[src/hdl/scene_pkg.sv]
package scene_pkg;

    // Buffer geometry
    localparam int SCENE_COUNT     = 2;
    localparam int TRANSFORM_COUNT = 8;
    localparam int ENTRY_COUNT     = SCENE_COUNT * TRANSFORM_COUNT;

    localparam int SCENE_IDX_WIDTH     = (SCENE_COUNT > 1) ? $clog2(SCENE_COUNT) : 1;
    // Must hold TRANSFORM_COUNT itself, a full slot reports that size
    localparam int TRANSFORM_IDX_WIDTH = $clog2(TRANSFORM_COUNT + 1);
    localparam int RAM_ADDR_WIDTH      = (ENTRY_COUNT > 1) ? $clog2(ENTRY_COUNT) : 1;

    // One model instance with its compact transform
    typedef struct packed {
        logic [7:0]  model_id;
        logic [15:0] pos_x;
        logic [15:0] pos_y;
        logic [15:0] pos_z;
        logic [7:0]  rot;
    } modelinstance_t;

    // Side band travelling with each instance
    typedef struct packed {
        logic last;
    } modelinstance_meta_t;

    typedef logic [SCENE_IDX_WIDTH-1:0]     scene_idx_t;
    typedef logic [TRANSFORM_IDX_WIDTH-1:0] transform_idx_t;
    typedef logic [RAM_ADDR_WIDTH-1:0]      ram_addr_t;

    // Wrap point of the slot counters
    localparam scene_idx_t LAST_SCENE = scene_idx_t'(SCENE_COUNT - 1);

    // Index of the instance that fills a slot
    localparam transform_idx_t LAST_TRANSFORM = transform_idx_t'(TRANSFORM_COUNT - 1);

    localparam ram_addr_t SLOT_STRIDE = ram_addr_t'(TRANSFORM_COUNT);

endpackage

[src/hdl/instance_ram.sv]
`timescale 1ns/100ps

module instance_ram
    import scene_pkg::*;
(
    input  logic           clk,

    input  logic           write_enable,
    input  ram_addr_t      write_address,
    input  modelinstance_t write_data,

    input  logic           read_enable,
    input  ram_addr_t      read_address,
    output modelinstance_t read_data
);

    modelinstance_t mem [ENTRY_COUNT];

    always_ff @(posedge clk) begin
        if (write_enable) begin
            mem[write_address] <= write_data;
        end
    end

    // Output register only loads on a fetch, so data holds under back-pressure
    always_ff @(posedge clk) begin
        if (read_enable) begin
            read_data <= mem[read_address];
        end
    end

endmodule

[src/hdl/read_sequencer.sv]
`timescale 1ns/100ps

module read_sequencer
    import scene_pkg::*;
(
    input  logic                clk,
    input  logic                rstn,

    input  logic                read_ready,

    // State of the slot under the read cursor
    input  logic                read_closed,
    input  transform_idx_t      read_size,
    input  transform_idx_t      read_index,

    output logic                fetch,
    output logic                retire,

    output logic                read_valid,
    output modelinstance_meta_t read_meta
);

    typedef enum logic [1:0] {
        st_wait_scene,
        st_stream,
        st_retire
    } state_t;

    state_t state;
    state_t state_next;

    logic remaining;
    logic drained;
    logic fetch_last;

    assign remaining  = read_closed && (read_index < read_size);
    // Every instance fetched, the last one sits in the output register
    assign drained    = read_closed && (read_index == read_size);
    assign fetch_last = (read_index == read_size - transform_idx_t'(1));

    assign fetch  = (state == st_stream) && read_ready && remaining;
    assign retire = (state == st_retire);

    always_comb begin
        state_next = state;
        case (state)
            st_wait_scene: begin
                if (read_closed) begin
                    state_next = st_stream;
                end
            end
            st_stream: begin
                if (!read_closed) begin
                    state_next = st_wait_scene;
                end else if (drained && read_ready) begin
                    state_next = st_retire;
                end
            end
            st_retire: begin
                // Next slot may already be closed, check it in stream
                state_next = st_stream;
            end
            default: begin
                state_next = st_wait_scene;
            end
        endcase
    end

    always_ff @(posedge clk or negedge rstn) begin
        if (!rstn) begin
            state <= st_wait_scene;
        end else begin
            state <= state_next;
        end
    end

    // Output stage follows the RAM read register
    always_ff @(posedge clk or negedge rstn) begin
        if (!rstn) begin
            read_valid     <= 1'b0;
            read_meta.last <= 1'b0;
        end else if (read_ready) begin
            read_valid     <= fetch;
            read_meta.last <= fetch && fetch_last;
        end
    end

endmodule

[src/hdl/scene_buffer.sv]
`timescale 1ns/100ps

module scene_buffer
    import scene_pkg::*;
(
    input  logic                clk,
    input  logic                rstn,

    input  logic                write_valid,
    output logic                write_ready,
    input  modelinstance_t      write_data,
    input  modelinstance_meta_t write_meta,

    output logic                read_valid,
    input  logic                read_ready,
    output modelinstance_t      read_data,
    output modelinstance_meta_t read_meta
);

    logic           write_step;
    logic           write_close;
    scene_idx_t     write_slot;
    transform_idx_t write_index;
    ram_addr_t      write_address;

    logic           fetch;
    logic           retire;
    scene_idx_t     read_slot;
    transform_idx_t read_index;
    ram_addr_t      read_address;
    logic           read_closed;
    transform_idx_t read_size;

    scene_cursor write_cursor (
        .clk     (clk),
        .rstn    (rstn),
        .step    (write_step),
        .advance (write_close),
        .slot    (write_slot),
        .index   (write_index),
        .address (write_address)
    );

    scene_cursor read_cursor (
        .clk     (clk),
        .rstn    (rstn),
        .step    (fetch),
        .advance (retire),
        .slot    (read_slot),
        .index   (read_index),
        .address (read_address)
    );

    scene_slot_table slot_table (
        .clk         (clk),
        .rstn        (rstn),
        .write_valid (write_valid),
        .write_meta  (write_meta),
        .write_slot  (write_slot),
        .write_index (write_index),
        .write_ready (write_ready),
        .write_step  (write_step),
        .write_close (write_close),
        .read_slot   (read_slot),
        .retire      (retire),
        .read_closed (read_closed),
        .read_size   (read_size)
    );

    read_sequencer sequencer (
        .clk         (clk),
        .rstn        (rstn),
        .read_ready  (read_ready),
        .read_closed (read_closed),
        .read_size   (read_size),
        .read_index  (read_index),
        .fetch       (fetch),
        .retire      (retire),
        .read_valid  (read_valid),
        .read_meta   (read_meta)
    );

    instance_ram ram (
        .clk           (clk),
        .write_enable  (write_step),
        .write_address (write_address),
        .write_data    (write_data),
        .read_enable   (fetch),
        .read_address  (read_address),
        .read_data     (read_data)
    );

endmodule

[src/hdl/scene_cursor.sv]
`timescale 1ns/100ps

module scene_cursor
    import scene_pkg::*;
(
    input  logic           clk,
    input  logic           rstn,

    // One more instance in the current slot
    input  logic           step,
    // Current slot is done, move to the next one
    input  logic           advance,

    output scene_idx_t     slot,
    output transform_idx_t index,
    output ram_addr_t      address
);

    scene_idx_t next_slot;

    always_comb begin
        if (slot == LAST_SCENE) begin
            next_slot = '0;
        end else begin
            next_slot = slot + scene_idx_t'(1);
        end
    end

    always_ff @(posedge clk or negedge rstn) begin
        if (!rstn) begin
            slot  <= '0;
            index <= '0;
        end else begin
            if (advance) begin
                slot  <= next_slot;
                index <= '0;
            end else if (step) begin
                index <= index + transform_idx_t'(1);
            end
        end
    end

    // Slots sit back to back in the RAM
    assign address = ram_addr_t'(slot) * SLOT_STRIDE + ram_addr_t'(index);

endmodule

[src/hdl/scene_slot_table.sv]
`timescale 1ns/100ps

module scene_slot_table
    import scene_pkg::*;
(
    input  logic                clk,
    input  logic                rstn,

    // Write side
    input  logic                write_valid,
    input  modelinstance_meta_t write_meta,
    input  scene_idx_t          write_slot,
    input  transform_idx_t      write_index,
    output logic                write_ready,
    output logic                write_step,
    output logic                write_close,

    // Read side
    input  scene_idx_t          read_slot,
    input  logic                retire,
    output logic                read_closed,
    output transform_idx_t      read_size
);

    transform_idx_t sizes  [SCENE_COUNT];
    logic           closed [SCENE_COUNT];

    logic slot_full;

    // A closed slot takes nothing until the reader retires it
    assign write_ready = !closed[write_slot];
    assign write_step  = write_valid && write_ready;

    // Capacity close keeps a never-terminated scene from blocking the writer
    assign slot_full   = (write_index == LAST_TRANSFORM);
    assign write_close = write_step && (write_meta.last || slot_full);

    always_ff @(posedge clk or negedge rstn) begin
        if (!rstn) begin
            for (int i = 0; i < SCENE_COUNT; i++) begin
                sizes[i]  <= '0;
                closed[i] <= 1'b0;
            end
        end else begin
            if (write_step) begin
                sizes[write_slot] <= write_index + transform_idx_t'(1);
                if (write_close) begin
                    closed[write_slot] <= 1'b1;
                end
            end

            // Never the write slot, that one is open whenever a write lands
            if (retire) begin
                sizes[read_slot]  <= '0;
                closed[read_slot] <= 1'b0;
            end
        end
    end

    assign read_closed = closed[read_slot];
    assign read_size   = sizes[read_slot];

endmodule

[config.mk]
export PLATFORM = sky130hd
export DESIGN_NAME = scene_buffer
export DESIGN_NICKNAME = d
export VERILOG_FILES = /design/src/hdl/scene_pkg.sv /design/src/hdl/instance_ram.sv /design/src/hdl/read_sequencer.sv /design/src/hdl/scene_buffer.sv /design/src/hdl/scene_cursor.sv /design/src/hdl/scene_slot_table.sv
export SDC_FILE = /design/constraint.sdc
export NUM_CORES = 1
export LEC_CHECK = 0
export ABC_AREA = 1
export BUFFER_PORTS_ARGS = -buffer_cell sky130_fd_sc_hd__buf_2
export CORE_ASPECT_RATIO = 0.7
export CORE_MARGIN = 2
export CORE_UTILIZATION = 35
export DETAILED_ROUTE_END_ITERATION = 12
export PLACE_DENSITY_LB_ADDON = 0.1
export SYNTH_ARGS = -nofsm -noshare
export SYNTH_HDL_FRONTEND = slang
export SYNTH_SLANG_ARGS = --single-unit
export TNS_END_PERCENT = 10
[constraint.sdc]
create_clock -name clk -period 8.3 [get_ports clk]
set_clock_uncertainty 0.15 [all_clocks]
set_input_delay 1.245 -clock clk [delete_from_list [all_inputs] [get_ports clk]]
set_output_delay 1.245 -clock clk [all_outputs]
set_load 0.005 [all_outputs]
==> flow_metrics.py, run 1 <==
metrics = {
    "critical_path": {
        "crit_fanout": 178,
        "rrSetupSlack_ps": 3910,
        "start_kind": "flip-flop",
        "path_class": "reg2reg",
        "cp.arrival_ps": 4780,
        "path_buf_inv": 3,
        "crit_top_cell": "nand2_1",
        "reg2reg_from": "read_cursor.index[0]",
        "reg2reg_depth": 9,
        "slowest_stage": "buf_4",
        "rr_endpoint": "ram.read_data[62]",
        "critPathRequiredTime_ps": 8690,
        "endpoint_kind": "flip-flop",
        "crit_family": "buffers and inverters",
        "slowest_delay_ps": 900,
        "crit_chain": "inv_16, buf_4, buf_4, nand2_1, nand3_1, nand2_1, nor2_1, nand2_1, nand2_1",
    },
    "layout": {
        "final_cells": 5212,
        "final_cell_area_mm2": 0.0493,
        "drive_gt1_share_pct": 10.0,
        "nFillCells": 11600,
        "syn_to_final_growth_pct": 13.0,
        "fin_nets": 3544,
    },
    "clock_network": {
        "cts-resized-gates": 0,
        "postCtsSetupBuffers": 0,
        "clock_sinks": 1112,
        "cts_root_buf": "clkbuf_16",
        "htree_num_levels": 3,
        "clkLatencyLatePin_ps": 720,
        "cts_max_path_buffers": 3,
        "cts_tree": "yes",
        "cts_buffers": 111,
        "ctsHoldBuffers": 0,
        "clk_pin_slew_ps": 70,
    },
    "sta": {
        "fmax_mhz": 228,
        "rsz0062_at_grt": "no",
        "max-slew-margin-rel_pct": 14.5,
        "final_hold_viol_count": 0,
        "setup_viol": 0,
        "fin_crit_ps": 4390,
        "maxSlewViolCount": 0,
        "fin_crit_sh_pct": 53.0,
        "setup_tns_ps": 0,
        "worstMarginPinSlew_ps": 1280,
    },
    "logic_synthesis": {
        "ys_ff_latch": 1112,
        "yosys.area.top_type": "edfxtp_1",
        "syn_inst": 3373,
        "ys_types": 30,
        "ys_top_cells_by_area": "edfxtp_1 (75%), nand2_1 (6.7%), nor2_1 (3.7%)",
        "synthArstFlopShare_pct": 2.16,
        "seq_area_frac_synth_pct": 76.2,
        "ys_warn_count": 0,
        "syn-num-nets": 3452,
        "ys.flop_type": "edfxtp_1",
        "synth_top_area_share_pct": 74.8,
        "synth_area_per_cell_um2": 12.9,
        "synth_edf_count": 1088,
        "syn_area_mm2": 0.0437,
    },
    "drt": {
        "drt_wl_total_um": 121000,
        "first_iter_violations": 2068,
        "firstDrtPassIters": 5,
        "wl_per_cell_um": 23.1,
        "routed_via_density": 5.03,
        "remaining_drc_errors": 0,
        "vias": 26200,
        "ant_nets": 0,
    },
    "power_and_ir_drop": {
        "powerDensity_mw_per_mm2": 336,
        "leakage_nw": 16.9,
        "ir_worst_vdd_uv": 236,
        "finalPower_mw": 16.6,
    },
    "place": {
        "placed_area_mm2": 0.0457,
        "portBuffers": 135,
        "dp.cells": 5002,
        "hpwl_um": 60400,
        "place_congestion": 0.752,
    },
    "floorplanning": {
        "die_w_um": 426,
        "num_rows": 108,
        "die_y_um": 300,
        "dieArea_mm2": 0.128,
        "ios": 136,
        "start_util_pct": 35.2,
        "core_area_mm2": 0.124,
    },
    "global_route": {
        "antenna_found_initial": 8,
        "grt_pass1_vias": 26100,
        "grt_overflow": 0,
        "grt_pass1_wl_um": 178000,
        "grt_use_total_pct": 18.9,
        "grt_max_degree": 179,
    },
    "hold_path": {
        "worstHoldEndpoint": "sequencer.read_meta",
        "hold_path.startpoint": "sequencer.read_meta",
        "worstHoldPathCells": 2,
        "hold_class": "reg2reg",
    },
    "run": {
        "drv_cap": 0,
    },
    "status": {
        "status": "finished clean",
    },
}
## power by group
part / internal, mW / leakage [nW] / total, mW / switching, mW
clock network: 2.89 / 1.75 / 5.03 / 2.14
logic: 1.27 / 5.01 / 4.57 / 3.30
registers: 6.69 / 10.1 / 6.97 / 0.274
total: 10.8 / 16.9 / 16.6 / 5.72
## cells by family (layout without fill, tap and decap cells)
group	count (synthesis)	count (layout)	synth area share, %
xor gates and xnor gates	6	6	0.138
AOI/OAI and AO/OA	654	654	8.25
and+or+nand+nor	1354	1354	12.1
buffers and inverters	237	422	3.07
other	0	4	0
DFF	1112	1112	76.2
adders and majority gates	10	10	0.287
## final cells by class
| type | instances | area, um2 | area share [%] |
|---|---|---|---|
| Antenna cell | 4 | 10.0 | 0.0203 |
| Clock buffer | 137 | 2960 | 6.00 |
| Clock inverter | 69 | 633 | 1.28 |
| Inverter | 40 | 175 | 0.355 |
| Multi-Input combinational cell | 2024 | 9210 | 18.7 |
| Sequential cell | 1112 | 33300 | 67.5 |
| Tap cell | 1650 | 2060 | 4.19 |
| Timing Repair Buffer | 176 | 996 | 2.02 |
## placed cells by master, fill, tap and decap left out, drive strengths merged
cell type and count:
a21boi 2, a21oi 248, bufinv 12, a31oi 1
clkinv 53, nand3 139, nand2 783, edfxtp 1088
ha 10, o211ai 128, o21bai 1, dfrtp 24
o21ai 272, clkinvlp 3, and3 1, diode 4
clkbuf 137, xnor2 2, nor2 430, inv 41
buf 176, nand4 1, o22ai 2, xor2 4
## sequential cells by signal (all words and copies together) (netlist names)
register,flops
ram.mem,1024
ram.read_data,64
read_cursor.index,4
read_cursor.slot,1
sequencer.read_meta,1
sequencer.read_valid,1
sequencer.state,2
slot_table.closed,2
slot_table.sizes,8
write_cursor.index,4
write_cursor.slot,1
## worst min-delay path, delay by kind of cell, from the launching register on
| kind | cells | cell delay [ps] |
|---|---|---|
| flops | 1 | 350 |
| simple gates | 2 | 110 |
## metrics by stage
stage	hold WS (ps)	util [%]	setup WS, ps
finish	339	39.8	3910
CTS	336	39.8	3740
floorplan	308	-	3420
global route	354	39.8	3560
detailed placement	326	36.9	3760
global placement	327	36.9	3800
## worst max path at each step
stage | start | to | slack (ps) | cells past startpoint
after floorplan | write_valid | ram.mem[0][0] | 3420 | 4
after global placement | read_cursor.index[0] | ram.read_data[28] | 3800 | 7
after detailed placement | read_cursor.index[0] | ram.read_data[28] | 3760 | 7
after CTS | read_cursor.index[0] | ram.read_data[28] | 3740 | 7
after global routing | read_cursor.index[0] | ram.read_data[28] | 3560 | 9
final | read_cursor.index[0] | ram.read_data[62] | 3910 | 9
## cells in the mapped netlist, types with 2 or more instances
master,count
o21ai_1,53
o21ai_0,219
xor2_1,4
buf_1,6
nand3_1,139
o211ai_1,128
buf_6,30
ha_1,10
buf_4,28
a21oi_1,248
clkbuf_1,46
clkinv_1,2
dfrtp_1,24
edfxtp_1,1088
nand2_1,783
buf_2,86
o22ai_1,2
a21boi_0,2
nor2_1,429
inv_1,35
inv_2,2
## per-layer routing
metal	vias to the layer above	share of wire (%)	track usage (%)
li1	12300	-	-
met1	13200	47	27.1
met2	546	47	30.1
met3	162	4.2	3.30
met4	6	1.9	3.83
met5	-	0.031	0
No activity file was read; power rests on OpenSTA's default activity.
==> run 2, diff against run 1 <==
--- a/config.mk
+++ b/config.mk
@@ -5,7 +5,7 @@
 export SDC_FILE = /design/constraint.sdc
 export NUM_CORES = 1
 export LEC_CHECK = 0
-export ABC_AREA = 1
+export ABC_AREA = 0
 export BUFFER_PORTS_ARGS = -buffer_cell sky130_fd_sc_hd__buf_2
 export CORE_ASPECT_RATIO = 0.7
 export CORE_MARGIN = 2
==> constraint.sdc (replaced) <==
create_clock -name clk -period 4.2 [get_ports clk]
set_clock_uncertainty 0.15 [all_clocks]
set_input_delay 0.63 -clock clk [delete_from_list [all_inputs] [get_ports clk]]
set_output_delay 0.63 -clock clk [all_outputs]
set_load 0.005 [all_outputs]
==> flow_metrics.py, run 2 <==
metrics = {
    "status": {
        "status": "finished clean",
    },
    "power_and_ir_drop": {
        "finalPower_mw": 31.9,
        "internal-power_mw": 22.0,
        "leakage_nw": 15.8,
        "ir_worst_vdd_uv": 449,
        "p_sw_share_pct": 31.0,
        "p_clk_share_pct": 31.0,
        "comb_power_share_pct": 27.0,
        "powerDensity_mw_per_mm2": 651,
        "power.switching_mw": 9.91,
        "p_seq_share_pct": 42.0,
    },
    "global_route": {
        "grt_use_total_pct": 17.4,
        "grt_overflow": 0,
        "grt_pass1_wl_um": 155000,
        "grt_pass1_vias": 21500,
        "antenna_found_initial": 13,
        "grt_max_degree": 94,
    },
    "sta": {
        "maxSlewViolCount": 0,
        "final_hold_viol_count": 0,
        "max-slew-margin-rel_pct": 31.9,
        "fmax_mhz": 314,
        "fin_crit_ps": 3180,
        "setup_viol": 0,
        "rsz0062_at_grt": "no",
        "fin_crit_sh_pct": 75.8,
        "worstMarginPinSlew_ps": 1020,
    },
    "critical_path": {
        "rr_endpoint": "ram.read_data[18]",
        "endpoint_kind": "flip-flop",
        "critPathCapture": "ram.read_data[18]",
        "cp-startpoint": "read_cursor.slot",
        "path_class": "reg2reg",
        "reg2reg_from": "read_cursor.slot",
        "rrSetupSlack_ps": 1020,
        "reg2reg_depth": 8,
        "critPathRequiredTime_ps": 4420,
        "start_kind": "flip-flop",
        "cp.arrival_ps": 3400,
        "crit_fanout": 24,
    },
    "hold_path": {
        "hold_class": "in2reg",
    },
    "place": {
        "portBuffers": 135,
        "dp.cells": 3757,
        "place_congestion": 0.754,
        "hpwl_um": 56800,
    },
    "layout": {
        "fin_nets": 2331,
        "syn_to_final_growth_pct": 15.4,
        "largestRegisters": "ram.mem x1024, ram.read_data x64, slot_table.sizes x8",
        "layout_commonest_cell": "edfxtp_1",
        "nFillCells": 10600,
        "drive_gt1_share_pct": 21.2,
        "multi_input_area_mm2": 0.00863,
        "final_cells": 3962,
        "final_cell_mix": "edfxtp_1 (1088), mux2i_1 (265), buf_2 (135)",
        "top_register": "ram.mem",
        "regArea_mm2": 0.0333,
        "largest_reg_flops": 1024,
    },
    "logic_synthesis": {
        "syn_inst": 2066,
        "ys.flop_type": "edfxtp_1",
        "synth_edf_count": 1088,
        "synthTopCellsByCount": "edfxtp_1 (1088), mux2i_1 (265), a221oi_1 (128), mux4_2 (128), nand2_1 (81)",
        "syn-num-nets": 2145,
        "ys_types": 42,
        "yosys.area.top_type": "edfxtp_1",
        "synthArstFlopShare_pct": 2.16,
        "synth_area_per_cell_um2": 20.6,
        "ys_top_cells_by_area": "edfxtp_1 (77%), mux4_2 (6.8%), mux2i_1 (6.2%)",
        "ys_warn_count": 0,
        "synth_top_area_share_pct": 76.9,
        "yosysMostFrequentCell": "edfxtp_1",
        "seq_area_frac_synth_pct": 78.3,
        "syn_area_mm2": 0.0425,
        "ys_ff_latch": 1112,
    },
    "floorplanning": {
        "core_area_mm2": 0.120,
        "ios": 136,
        "dieArea_mm2": 0.124,
        "die_y_um": 296,
        "start_util_pct": 35.4,
        "die_w_um": 420,
        "num_rows": 106,
    },
    "clock_network": {
        "cts-resized-gates": 0,
        "clock_sinks": 1112,
        "htree_num_levels": 3,
        "cts_buffers": 110,
        "cts_tree": "yes",
        "cts_max_path_buffers": 3,
        "cts_root_buf": "clkbuf_16",
        "ctsHoldBuffers": 3,
        "clkLatencyLatePin_ps": 720,
        "clk_pin_slew_ps": 60,
        "postCtsSetupBuffers": 0,
    },
    "run": {
        "drv_cap": 0,
    },
    "drt": {
        "drt_wl_total_um": 107000,
        "remaining_drc_errors": 0,
        "wl_per_cell_um": 27.1,
        "first_iter_violations": 1595,
        "vias": 20700,
        "firstDrtPassIters": 5,
        "ant_nets": 0,
        "routed_via_density": 5.22,
    },
}
run 2: cell types whose count changed in the layout (fill, tap and decap cells not counted), moves of 28 or more:
cell	before	now
nand2_1	782	81
a21oi_1	248	2
o211ai_1	128	0
o21ai_0	219	71
mux4_2	0	128
nor2_1	412	15
o21ai_1	53	0
buf_12	1	29
mux2i_1	0	265
a221oi_1	0	128
a22oi_1	0	64
nand3_1	139	5
run 2: cells by family after synthesis:
logic type               synth area share, %
AND/OR/NAND/NOR                         1.33
XOR/XNOR                               0.303
flip-flops                              78.3
buffers and inverters                   1.74
AO/OA/AOI/OAI                           4.91
multiplexers                            13.1
adder cells (fa/ha/maj)                0.294
run 2: area by class of cell:
cell class | instances | share of cell area (%)
sequential | 1112 | 67.9
tap | 1620 | 4.14
timing repair buffer | 186 | 2.92
clock buffer | 124 | 5.72
inverter | 9 | 0.0740
clock inverter | 74 | 1.62
antenna | 4 | 0.0204
multi-input combinational | 833 | 17.6
run 2: critical path: stages (launching register included):
cell,delay [ps]
dfrtp_1,360
buf_4,250
mux2i_1,320
ha_1,300
nand2_1,90
and4_1,300
nand2_1,160
inv_4,440
buf_4,450
run 2: worst min-delay path by stage:
stage | from | endpoint | slack (ps) | cells after the start
after floorplan | rstn | read_cursor.index[0] | 180 | 0
after global placement | slot_table.sizes[5] | slot_table.sizes[5] | 360 | 2
after detailed placement | slot_table.sizes[1] | slot_table.sizes[1] | 360 | 2
after CTS | write_valid | slot_table.closed[0] | 40 | 3
after global routing | write_valid | slot_table.closed[0] | 70 | 3
final | write_valid | slot_table.closed[0] | 100 | 3
run 2: per-layer routing:
metal | vias to the layer above | GRT usage, % | wire length [um]
li1 | 8994 | - | -
met1 | 11100 | 25.6 | 51400
met2 | 438 | 26.9 | 49400
met3 | 145 | 3.09 | 4740
met4 | 6 | 3.86 | 1940
met5 | - | 0 | 31
run 2: power groups by stage:
stage                     clock network, mW  logic [mW]  registers (mW)
final                                  9.89        8.62            13.4
after global routing                   10.6        9.43            13.5
after CTS                              10.1        8.83            13.5
after detailed placement                  0        8.83            13.7
after global placement                    0        8.80            13.7
after floorplan                           0        5.93            13.4
run 2: metrics by stage:
stage               setup WS, ps  util (%)  area [um2]  hold WS [ps]  TNS (ps)
floorplan                   -327         -       42500           184   -310040
global placement             971      37.8       45400           363         0
detailed placement           939      37.8       45400           362         0
CTS                          952      40.9       49000          37.1         0
global route                 762      40.9       49000          67.3         0
finish                      1020      40.9       49000           101         0
==> run 3, diff against run 2 <==
==> constraint.sdc (replaced) <==
create_clock -name clk -period 2.72 [get_ports clk]
set_clock_uncertainty 0.15 [all_clocks]
set_input_delay 0.408 -clock clk [delete_from_list [all_inputs] [get_ports clk]]
set_output_delay 0.408 -clock clk [all_outputs]
set_load 0.005 [all_outputs]
==> flow_metrics.py, run 3 (synthesis results as in run 2) <==
metrics = {
    "sta": {
        "fmax_mhz": 384,
        "worstMarginPinSlew_ps": 698,
        "fin_crit_ps": 2600,
        "setup_viol": 0,
        "fin_crit_sh_pct": 95.7,
        "final_hold_viol_count": 0,
        "maxSlewViolCount": 0,
        "max-slew-margin-rel_pct": 53.5,
    },
    "place": {
        "placed_area_mm2": 0.0463,
        "portBuffers": 135,
        "hpwl_um": 60000,
        "place_congestion": 0.733,
    },
    "global_route": {
        "grt_pass1_wl_um": 158000,
        "grt_pass1_vias": 22100,
        "grtUsageMet1_pct": 25.8,
        "antenna_found_initial": 5,
        "grt_use_met3_pct": 2.96,
        "grt-busiest-layer": "met2",
        "grt_use_total_pct": 17.7,
        "grt_use_met2_pct": 27.6,
        "grt_overflow": 0,
        "grt_max_degree": 63,
    },
    "status": {
        "status": "finished clean",
    },
    "layout": {
        "drive_gt1_share_pct": 23.5,
        "nFillCells": 10600,
        "top_register": "ram.mem",
        "syn_to_final_growth_pct": 19.6,
        "largestRegisters": "ram.mem x1024, ram.read_data x64, slot_table.sizes x8",
        "fin_nets": 2462,
        "final_cell_mix": "edfxtp_1 (1088), mux2i_1 (261), buf_2 (135)",
        "regArea_mm2": 0.0333,
        "final_cell_area_mm2": 0.0508,
        "multi_input_area_mm2": 0.00868,
        "layout_commonest_cell": "edfxtp_1",
        "largest_reg_flops": 1024,
    },
    "power_and_ir_drop": {
        "powerDensity_mw_per_mm2": 997,
        "ir_worst_vdd_uv": 768,
        "finalPower_mw": 50.7,
        "leakage_nw": 16.6,
    },
    "critical_path": {
        "slowest_stage": "dfrtp_1",
        "slowest_delay_ps": 400,
        "start_kind": "flip-flop",
        "cp.arrival_ps": 2850,
        "crit_chain": "buf_4, mux2i_2, ha_1, nand2_1, and4_1, nand2_4, clkinvlp_4, buf_4, buf_12",
        "crit_top_cell": "buf_4",
        "critPathRequiredTime_ps": 2970,
        "endpoint_kind": "flip-flop",
        "crit_fanout": 23,
        "path_class": "reg2reg",
    },
    "floorplanning": {
        "dieArea_mm2": 0.124,
        "ios": 136,
        "core_area_mm2": 0.120,
        "die_w_um": 420,
        "start_util_pct": 35.4,
        "die_y_um": 296,
        "num_rows": 106,
    },
    "drt": {
        "drt_wl_total_um": 110000,
        "wl_per_cell_um": 26.8,
        "first_iter_violations": 1619,
        "firstDrtPassIters": 5,
        "remaining_drc_errors": 0,
        "routed_via_density": 5.16,
        "ant_nets": 0,
        "vias": 21200,
    },
    "clock_network": {
        "cts_buffers": 113,
        "cts_tree": "yes",
        "cts_root_buf": "clkbuf_16",
        "clk_pin_slew_ps": 60,
        "clkLatencyLatePin_ps": 730,
        "htree_num_levels": 3,
        "cts_max_path_buffers": 3,
        "clock_sinks": 1112,
    },
    "hold_path": {
        "hold_class": "in2async",
    },
    "run": {
        "drv_cap": 0,
    },
}
run 3: cell types whose count changed in the layout (fill, tap and decap cells not counted), sizes merged:
cell         before  now
buf             183  244
bufinv           14   15
clkbuf          124  137
clkinv           55   48
clkinvlp          2    8
diode             4    2
dlygate4sd3       3   69
run 3: worst max-delay path, delay by kind of cell (launching register included):
family | cells | cell delay, ps
adders and majority gates | 1 | 290
buffers and inverters | 4 | 660
DFF | 1 | 400
muxes | 1 | 290
and+or+nand+nor | 3 | 440
run 3: cell type report:
type	instances	area share [%]
clock buffer	136	5.81
antenna	2	0.00985
clock inverter	74	1.63
multi-input combinational	833	17.1
inverter	9	0.0739
tap	1620	3.99
timing repair buffer	314	5.92
sequential	1112	65.5
run 3: timing repair:
action	CTS	global route
buffers inserted	0	4
hold endpoints to repair	1058	0
resized for setup	0	1
hold buffers	69	0
endpoints found under the setup margin	0	40
run 3: worst paths after layout:
path / start / end / slack [ps] / depth (start not counted)
max reg2reg: read_cursor.slot / ram.read_data[26] / 120 / 9
min in group clk: read_ready / sequencer.read_meta / 360 / 3
max in group asynchronous: rstn / read_cursor.index[2] / 1930 / 2
min: rstn / slot_table.closed[0] / 70 / 2
max: read_cursor.slot / ram.read_data[26] / 120 / 9
min reg2reg: slot_table.sizes[1] / slot_table.sizes[1] / 410 / 2
run 3: power breakdown:
part / switching, mW / internal, mW
Sequential: 0.555 / 20.0
Clock: 6.65 / 9.18
Combinational: 8.29 / 5.98
Total: 15.5 / 35.2
run 3: through the flow:
stage                     utilization (%)  hold slack (ps)  setup WS [ps]  TNS [ps]  instances
after floorplan                         -            -37.6           -111    -30890       2066
after global placement               38.6              292           87.8         0       3814
after detailed placement             38.6              298           78.1         0       3814
after CTS                            42.3             10.2           36.9         0       4093
after global routing                 42.4             92.1          -2.07     -5.30       4099
final                                42.4             66.0            116         0       4100
run 3: metal layers:
layer | wire length [um] | vias to the layer above | part of all wire [%]
li1 | - | 9267 | -
met1 | 52200 | 11300 | 48
met2 | 50900 | 457 | 46
met3 | 4340 | 164 | 3.9
met4 | 2330 | 6 | 2.1
met5 | 39 | - | 0.036
